## config.mk

```make
export PLATFORM = sky130hd
export DESIGN_NAME = cps2_decrypt_top
export DESIGN_NICKNAME = d
export VERILOG_FILES = /design/src/cps2_pkg.sv /design/src/cps2_keyload.sv /design/src/cps2_range_gate.sv /design/src/cps2_feistel_round.sv /design/src/cps2_decrypt_pipe.sv /design/src/cps2_decrypt_top.sv
export SDC_FILE = /design/constraint.sdc
export NUM_CORES = 1
export LEC_CHECK = 0
export ABC_AREA = 1
export BUFFER_PORTS_ARGS = -buffer_cell sky130_fd_sc_hd__buf_2
export CAP_MARGIN = 10
export CORE_MARGIN = 2
export CORE_UTILIZATION = 55
export DETAILED_ROUTE_END_ITERATION = 10
export GPL_TIMING_DRIVEN = 0
export PLACE_DENSITY_LB_ADDON = 0.25
export SYNTH_ARGS = -nofsm -noshare
export SYNTH_HDL_FRONTEND = slang
export SYNTH_SLANG_ARGS = --single-unit
```

## constraint.sdc

```tcl
create_clock -name clk -period 8.3 [get_ports clk]
set_input_delay 0.415 -clock clk [delete_from_list [all_inputs] [get_ports clk]]
set_output_delay 0.415 -clock clk [all_outputs]
set_load 0.05 [all_outputs]
```

## src/cps2_pkg.sv

```systemverilog
/*
 * CPS2 decryption shared package
 * Widths, latencies and the structs used on the fetch path
 * and between decrypt pipeline stages
 */
package cps2_pkg;

    localparam int RAW_BYTES  = 20;                     // Bytes in one full key load
    localparam int RAW_W      = RAW_BYTES * 8;          // Raw loader shift register
    localparam int LOAD_CNT_W = $clog2(RAW_BYTES + 1);  // Load counter, saturates at RAW_BYTES
    localparam int ROUNDS     = 4;                      // Feistel rounds
    localparam int LATENCY    = ROUNDS + 1;             // Gate stage plus one per round

    typedef logic [7:0]  byte_t;      // Key byte or Feistel half
    typedef logic [15:0] word_t;      // Program word
    typedef logic [63:0] key_t;       // Decryption key
    typedef logic [15:0] addr_rng_t;  // Upper limit of the encrypted area
    typedef logic [22:0] cpu_addr_t;  // 68k word address

    // Fetch request from the CPU side
    typedef struct packed {
        logic      valid;
        logic      opcode;  // Opcode fetch, data reads never decrypt
        cpu_addr_t addr;
        word_t     data;    // Word as read from ROM
    } fetch_req_t;

    // Fetch response back to the CPU
    typedef struct packed {
        logic  valid;
        logic  decrypted;   // Word went through the rounds
        word_t data;
    } fetch_rsp_t;

    // Carried between pipeline stages
    typedef struct packed {
        logic  valid;
        logic  decrypt;     // Clear means bypass lane
        byte_t lo_addr;     // Feeds subkey A in every round
        byte_t left;
        byte_t right;
    } stage_t;

endpackage

```

## src/cps2_keyload.sv

```systemverilog
/*
 * CPS2 key loader
 * Takes key bytes on rising edges of din_we and scatters the
 * raw bits into the 64-bit key and the 16-bit address limit
 */
module cps2_keyload (
    input  logic                clk,
    input  logic                rst,
    input  cps2_pkg::byte_t     din,
    input  logic                din_we,
    output cps2_pkg::key_t      key,
    output cps2_pkg::addr_rng_t addr_rng,
    output logic                key_valid
);
    import cps2_pkg::*;

    // Bit scatter of the original loader. Ten 16-bit fields from the top,
    // each made of six bits of one byte, a whole byte, then two bits
    function automatic logic [RAW_W-1:0] scatter(input logic [RAW_W-1:0] r);
        logic [RAW_W-1:0] c;
        int base;
        int tail;
        int msb;
        c = '0;
        for (int f = 0; f < 10; f++) begin
            base = (f < 6) ? 16 * f : 240 - 16 * f;  // Limit fields walk up, key fields down
            tail = (base + RAW_W - 8) % RAW_W;       // Byte below base, wraps for field 0
            msb  = RAW_W - 1 - 16 * f;
            for (int p = 0; p < 6; p++) begin
                c[msb - p] = r[base + 10 + p];       // Upper six bits of the neighbor byte
            end
            for (int p = 0; p < 8; p++) begin
                c[msb - 6 - p] = r[base + p];        // Full byte, LSB first
            end
            for (int p = 0; p < 2; p++) begin
                c[msb - 14 - p] = r[tail + p];       // Two low bits of the byte below
            end
        end
        return c;
    endfunction

    logic                  last_we;  // Strobe history
    logic                  take;     // Rising strobe edge
    logic [RAW_W-1:0]      raw;
    logic [RAW_W-1:0]      cfg;
    logic [LOAD_CNT_W-1:0] cnt;      // Bytes seen since reset

    assign take = din_we && !last_we;

    always_ff @(posedge clk or posedge rst) begin
        if (rst) begin
            last_we <= 1'b0;
            raw     <= '0;
            cnt     <= '0;
        end else begin
            last_we <= din_we;
            if (take) begin
                raw <= {din, raw[RAW_W-1:8]};  // New byte at the top, oldest drops out
                if (cnt != LOAD_CNT_W'(RAW_BYTES)) begin
                    cnt <= cnt + 1'b1;
                end
            end
        end
    end

    assign cfg       = scatter(raw);
    assign key       = cfg[63:0];
    assign addr_rng  = cfg[RAW_W-1 -: 16];  // Top field of the table
    assign key_valid = (cnt == LOAD_CNT_W'(RAW_BYTES));  // Stays up once saturated

endmodule

```

## src/cps2_range_gate.sv

```systemverilog
/*
 * CPS2 range gate, pipeline stage 0
 * Registers each fetch request and decides decrypt or bypass
 */
module cps2_range_gate (
    input  logic                clk,
    input  logic                rst,
    input  cps2_pkg::fetch_req_t req,
    input  cps2_pkg::addr_rng_t addr_rng,
    input  logic                key_valid,
    output cps2_pkg::stage_t    stage
);
    import cps2_pkg::*;

    stage_t nxt;
    logic   valid_q;
    logic   decrypt_q;
    byte_t  lo_q;
    byte_t  left_q;
    byte_t  right_q;

    always_comb begin
        nxt.valid   = req.valid;
        nxt.decrypt = req.valid && req.opcode      // Only opcode fetches
                      && (req.addr[22:7] < addr_rng)  // Limit counts 128-word blocks
                      && key_valid;                // No decrypt before a full load
        nxt.lo_addr = req.addr[7:0];
        nxt.left    = req.data[15:8];
        nxt.right   = req.data[7:0];
    end

    always_ff @(posedge clk or posedge rst) begin
        if (rst) begin
            valid_q   <= 1'b0;
            decrypt_q <= 1'b0;
        end else begin
            valid_q   <= nxt.valid;
            decrypt_q <= nxt.decrypt;
        end
    end

    always_ff @(posedge clk) begin
        lo_q    <= nxt.lo_addr;
        left_q  <= nxt.left;
        right_q <= nxt.right;
    end

    assign stage = '{valid: valid_q, decrypt: decrypt_q, lo_addr: lo_q,
                     left: left_q, right: right_q};

endmodule

```

## src/cps2_feistel_round.sv

```systemverilog
/*
 * CPS2 Feistel round
 * One registered round, subkeys from key bytes 2*ROUND and
 * 2*ROUND+1 mixed with the low address byte. Bypass lane keeps
 * the halves when decrypt is clear
 */
module cps2_feistel_round #(
    parameter int ROUND = 0
) (
    input  logic             clk,
    input  logic             rst,
    input  cps2_pkg::key_t   key,
    input  cps2_pkg::stage_t din,
    output cps2_pkg::stage_t dout
);
    import cps2_pkg::*;

    byte_t ska;      // Subkey A, address dependent
    byte_t skb;      // Subkey B
    byte_t mix;
    byte_t f_out;    // Round function
    byte_t new_left;
    byte_t new_right;
    logic  valid_q;
    logic  decrypt_q;
    byte_t lo_q;
    byte_t left_q;
    byte_t right_q;

    always_comb begin
        ska   = key[16*ROUND +: 8] ^ din.lo_addr;  // Key byte n sits at key[8n+7:8n]
        skb   = key[16*ROUND + 8 +: 8];
        mix   = din.right ^ ska;
        f_out = ((mix << (ROUND + 1)) | (mix >> (7 - ROUND))) ^ skb;  // Rotate left ROUND+1
        if (din.decrypt) begin
            new_left  = din.right;
            new_right = din.left ^ f_out;
        end else begin
            new_left  = din.left;   // Bypass
            new_right = din.right;
        end
    end

    always_ff @(posedge clk or posedge rst) begin
        if (rst) begin
            valid_q   <= 1'b0;
            decrypt_q <= 1'b0;
        end else begin
            valid_q   <= din.valid;
            decrypt_q <= din.decrypt;
        end
    end

    always_ff @(posedge clk) begin
        lo_q    <= din.lo_addr;
        left_q  <= new_left;
        right_q <= new_right;
    end

    assign dout = '{valid: valid_q, decrypt: decrypt_q, lo_addr: lo_q,
                    left: left_q, right: right_q};

endmodule

```

## src/cps2_decrypt_pipe.sv

```systemverilog
/*
 * CPS2 decrypt pipeline
 * Four Feistel rounds in series after the gate stage,
 * last round output relabelled as the fetch response
 */
module cps2_decrypt_pipe (
    input  logic                 clk,
    input  logic                 rst,
    input  cps2_pkg::key_t       key,
    input  cps2_pkg::stage_t     stage,
    output cps2_pkg::fetch_rsp_t rsp
);
    import cps2_pkg::*;

    stage_t chain [0:ROUNDS];  // chain[0] from the gate, chain[ROUNDS] final

    assign chain[0] = stage;

    for (genvar r = 0; r < ROUNDS; r++) begin : g_round
        cps2_feistel_round #(
            .ROUND (r)
        ) u_round (
            .clk  (clk),
            .rst  (rst),
            .key  (key),         // Key as it stands at this stage
            .din  (chain[r]),
            .dout (chain[r+1])
        );
    end

    // No extra register here, round 3 already lands at LATENCY
    assign rsp.valid     = chain[ROUNDS].valid;
    assign rsp.decrypted = chain[ROUNDS].decrypt;
    assign rsp.data      = {chain[ROUNDS].left, chain[ROUNDS].right};

endmodule

```

## src/cps2_decrypt_top.sv

```systemverilog
/*
 * CPS2 program decryption top
 * Serial key loader, range gate and decrypt pipeline
 * on the opcode fetch path
 */
module cps2_decrypt_top (
    input  logic                 clk,
    input  logic                 rst,
    input  cps2_pkg::byte_t      din,
    input  logic                 din_we,
    input  cps2_pkg::fetch_req_t req,
    output cps2_pkg::fetch_rsp_t rsp,
    output logic                 key_valid
);
    import cps2_pkg::*;

    key_t      key;
    addr_rng_t addr_rng;
    stage_t    gate_stage;  // Stage 0 output

    cps2_keyload u_keyload (
        .clk       (clk),
        .rst       (rst),
        .din       (din),
        .din_we    (din_we),
        .key       (key),
        .addr_rng  (addr_rng),
        .key_valid (key_valid)
    );

    cps2_range_gate u_gate (
        .clk       (clk),
        .rst       (rst),
        .req       (req),
        .addr_rng  (addr_rng),
        .key_valid (key_valid),
        .stage     (gate_stage)
    );

    cps2_decrypt_pipe u_pipe (
        .clk   (clk),
        .rst   (rst),
        .key   (key),
        .stage (gate_stage),
        .rsp   (rsp)
    );

endmodule

```

# Word level (Yosys, flattened, before mapping)
# Index checks and enable logic that the tools add are counted.
[totals]
inputBits = 52
elab_cells = 65
ramBits = 0
mem_bits_ro = 0
latch_bits = 0
mem_count = 0
output_inout_bits = 19
ff_bits = 288
[op_classes]
reduce_logical = 6
mul = 0
n_lt_le_gt_ge = 1
addsub = 1
shifts = 0
div_mod_pow = 0
n_bitwise = 20
n_eq_ne = 2
muxes = 8
[ops]
columns = ["cell", "count"]
rows = [
  ["$xor A8 B8 Y8", 16],
  ["$mux W8", 8],
  ["$lt A16 B16 Y1", 1],
  ["$or A8 B1 Y8", 1],
  ["$or A8 B2 Y8", 1],
  ["$or A8 B3 Y8", 1],
  ["$or A8 B4 Y8", 1],
  ["$add A5 B1 Y5 const B", 1],
  ["$eq A5 B5 Y1 const B", 1],
  ["$ne A5 B5 Y1 const B", 1],
  ["$logic_and A1 B1 Y1", 4],
  ["$reduce_and A2 Y1", 1],
  ["$logic_not A1 Y1", 1],
]

# Depth between registers and ports, before layout
[depth]
word_depth = 6
depth_mapped = 11
depth_no_buf = 11

# Modules after synthesis
# From an unflattened synthesis, not the netlist that was laid out.
[hier_totals]
cells_unflattened = 1598
area_unflattened_um2 = 12819.8
[modules_own_cells]
columns = ["mod", "cells_per_inst", "instances", "area_per_inst_um2"]
rows = [
  ["cps2_keyload", 796, 1, 7004.2],
  ["cps2_feistel_round (u_pipe.g_round[1].u_round)", 176, 1, 1218.7],
  ["cps2_feistel_round (u_pipe.g_round[0].u_round)", 176, 1, 1212.4],
  ["cps2_feistel_round (u_pipe.g_round[2].u_round)", 176, 1, 1207.4],
  ["cps2_feistel_round (u_pipe.g_round[3].u_round)", 176, 1, 1206.2],
  ["cps2_range_gate", 98, 1, 970.9],
]

# Least setup slack after synthesis
# No wires, ideal clock.
[synth_timing]
path_kind = "reg-to-output"
start = "register u_keyload.cnt[0]"
end = "output port key_valid"
slack_ps = 6785
path_buffers = 0
t_arrival_ps = 1100
t_required_ps = 7885
stages_incl_launch_ff = 5
cell_sequence = "dfrtp_1 -> inv_1 -> ha_1 -> nand4_1 -> inv_1"
[synth_via]
elab_chain_len = 1
[synth_lines]
columns = ["element", "line", "rtl"]
rows = [
  ["start: declaration", "cps2_keyload.sv:46", "logic [LOAD_CNT_W-1:0] cnt;"],
  ["start signal: assignment", "cps2_keyload.sv:60", "cnt <= cnt + 1'b1;"],
  ["$eq A5 B5 Y1", "cps2_keyload.sv:69", "assign key_valid = (cnt == LOAD_CNT_W'(RAW_BYTES));"],
  ["end: declaration", "cps2_decrypt_top.sv:13", "output logic key_valid"],
]
# No other way between the ends.

# Worst setup path in the final report
# Ends and elaborated chain as after synthesis.

==> flow_summary_export.csv <==
group,metric,value,unit
critical_path,cp-start-kind,"flip-flop",
placed_design,globalplace.congestion,0.871,
floorplanning,ios,71,
timing,fin_crit_sh,26.0,%
timing,fmax,464,MHz
synthesis,synth_area_per_cell,8.73,µm²
timing,layout_min_cycle_time,2.15,ns
timing,fin_hold_ws,0.0203,ns
drt,drt_iter0_drc,511,
power_and_ir_drop,leakage,0.00714,µW
cts,cts_max_path_buffers,3,
cells_and_area,regArea,0.00665,mm²
critical_path,path_cells,"inv_1 -> ha_1 -> nand4_1 -> inv_1 -> buf_2",
floorplanning,fp.dieH,148,µm
drt,dr.pass1.iters,5,
timing,hold_viol,0,
global_routing,grt_max_degree,132,
critical_path,arrival,1.74,ns
cells_and_area,n_fill_cell,1632,
cts,clk_pin_slew,0.06,ns
synthesis,synth_warnings,0,
placed_design,port_buffers,70,
floorplanning,fp.dieW,148,µm
min_path,min-delay-path-class,"in -> reg",
critical_path,cp_slowest_cell,"dfrtp_1",
power_and_ir_drop,peakVddDrop,146,µV
synthesis,synth_nets,1383,
floorplanning,coreArea,0.0204,mm²
cells_and_area,final_layout_size_suffix_gt1_share,12.1,%
cts,cts.sinks,288,
timing,setup_viol,0,
critical_path,slowest_delay,0.38,ns
status,status,"finished, final reports clean",
cells_and_area,multiInputGateArea,0.00394,mm²
drt,viasPerCell,4.68,
global_routing,grt_pass1_wl,36900,µm
global_routing,overflow,0,
floorplanning,num_rows,52,
drt,wirelength,22000,µm
timing,finalMaxSlewViolations,0,
power_and_ir_drop,power,3590,µW
power_and_ir_drop,p_per_area,267,mW/mm²
timing,worst_pin_slew,0.633,ns
timing,rsz0062_at_grt,"no",
critical_path,cp_max_fo,3,
drt,drc,0,
timing,setup_tns,0,ns
floorplanning,die_area,0.0220,mm²
synthesis,netlist_area,0.0115,mm²
cts,cts_made_buffers,28,
synthesis,synth_area_leader_cell,"dfrtp_1",
synthesis,syn_inst,1314,
cts,post_cts_buffers,0,
global_routing,grt_pass1_vias,7703,
critical_path,crit_path_frequent_cell,"inv_1",
cts,cts_tree,"yes",
cells_and_area,diodes,0,
synthesis,yosysUniqueCellTypes,23,
synthesis,ys_seq_area_share,58.0,%
cts,root_buffer,"clkbuf_16",
run,maxCapViolations,0,
cts,cts_max_level,1,
placed_design,dp_hpwl,15400,µm
critical_path,cp.required,7.89,ns
critical_path,critPathCaptureType,"output pin",
floorplanning,start_util,56.3,%
timing,slew_headroom,57.8,%
drt,ant_nets,0,
drt,routedWlPerCell,12.7,µm
cells_and_area,finish.net_count,1509,
cells_and_area,syn2layout_area_growth,17.2,%
synthesis,synth.top_cell.area_share,38.4,%
drt,vias,8099,
cts,clkLatencyLatePin,0.54,ns
timing,fin_skew,0.0147,ns
global_routing,grt_use_total,20.6,%
global_routing,antenna_found_initial,0,
synthesis,synth_area_leaders,"dfrtp_1 38%, dfxtp_1 20%, nand2_1 18%, xnor2_1 5.0%, inv_1 4.3%",
synthesis,synth_seq_cells,288,
critical_path,crit_type,"reg -> out",
## area by class of cell
cell class / instances / share of cell area [%]
well taps: 270 / 2.51
repair buffers: 96 / 4.67
clock inverters: 12 / 0.894
inverters: 131 / 3.71
clock buffers: 40 / 6.56
flip-flops and latches: 288 / 49.4
plain buffers: 65 / 2.91
multi-input cells: 830 / 29.3
## layer usage
metal	vias to the layer above	global-route usage, %	share of wire (%)
li1	4183	-	-
met2	159	33.1	45
met3	39	2.85	4.1
met5	-	0	0
met4	0	6.10	3.0
met1	3718	29.4	48
## worst max-delay path: cells and delay by family (launching register included)
kind | cells | cell delay [ns]
adder cells (fa/ha/maj) | 1 | 0.15
buffers and inverters | 3 | 0.48
flip-flops | 1 | 0.38
AND/OR/NAND/NOR | 1 | 0.20
## per-stage QoR
| step | utilization (%) | std cells | worst slack, ns | instance area (µm²) |
|---|---|---|---|---|
| finish | 66.0 | 1732 | 6.15 | 13400 |
| global route | 66.0 | 1732 | 6.03 | 13400 |
| CTS | 66.0 | 1732 | 6.10 | 13400 |
| detailed placement | 59.9 | 1655 | 6.57 | 12200 |
| global placement | 59.7 | 1654 | 1.22 | 12200 |
| floorplan | - | 1314 | 3.11 | 11500 |
## Yosys cell counts
| library cell | instances |
|---|---|
| a21oi_1 | 40 |
| buf_2 | 19 |
| buf_4 | 33 |
| clkbuf_1 | 13 |
| dfrtp_1 | 176 |
| dfxtp_1 | 112 |
| ha_1 | 17 |
| inv_1 | 130 |
| inv_2 | 1 |
| mux2_2 | 1 |
| nand2_1 | 561 |
| nand2_2 | 1 |
| nand3_1 | 2 |
| nand4_1 | 1 |
| nor2_1 | 37 |
| nor2_4 | 2 |
| nor3_1 | 1 |
| nor3_2 | 1 |
| nor4_1 | 1 |
| o21ai_0 | 56 |
| o21ai_1 | 9 |
| xnor2_1 | 65 |
| xor2_1 | 35 |
## worst paths after layout
kind | start | endpoint | slack [ns] | cells after the start
worst min-delay path | req[40] | u_gate.valid_q | 0.02 | 1
worst max-delay path | u_keyload.cnt[0] | key_valid | 6.15 | 5
worst min register to register | u_pipe.g_round[2].u_round.valid_q | u_pipe.g_round[3].u_round.valid_q | 0.35 | 0
worst max register to register | u_keyload.raw[152] | u_gate.decrypt_q | 6.75 | 11
min in group asynchronous | rst | u_keyload.last_we | 0.41 | 3
max in group asynchronous | rst | u_keyload.raw[106] | 6.98 | 4
## state kept, by name, indices dropped and copies added, names as in the netlist, 4 cells and up
| name | flops |
|---|---|
| u_keyload.raw | 160 |
| u_pipe.g_round.u_round.left_q | 32 |
| u_pipe.g_round.u_round.right_q | 32 |
| u_pipe.g_round.u_round.lo_q | 24 |
| u_gate.left_q | 8 |
| u_gate.lo_q | 8 |
| u_gate.right_q | 8 |
| u_keyload.cnt | 5 |
| u_pipe.g_round.u_round.decrypt_q | 4 |
| u_pipe.g_round.u_round.valid_q | 4 |
## layout by cell type, fill, tap and decap left out, drive strengths merged
cell         count
dlygate4sd3     25
mux2             1
clkbuf          53
buf            123
clkinvlp         3
inv            134
clkinv           4
nor4             1
a21oi           40
xnor2           65
bufinv           2
nand4            1
nor2            39
dfxtp          112
nand3            2
dfrtp          176
ha              17
nand2          562
o21ai           65
nor3             2
xor2            35
## cell families (layout without fill, tap and decap cells)
group           Yosys count  after routing  synth area share (%)
mux                       1              1                0.0982
buf+inv                 196            344                  7.70
simple gates            607            607                  20.2
compound gates          105            105                  4.58
fa+ha+maj                17             17                  1.86
xor+xnor                100            100                  7.64
flops                   288            288                  58.0
## power by group
group | leakage, µW | internal (µW) | total [µW] | switching, µW
clock network | 0.000488 | 804 | 1330 | 525
registers | 0.00330 | 1590 | 1720 | 137
logic | 0.00336 | 223 | 544 | 320
total | 0.00714 | 2610 | 3590 | 982
## what timing repair did
item,CTS,global route
hold buffers,25,0
endpoints found under the hold margin,69,0
gates resized for setup,0,0
(Power assumes the default switching activity.)
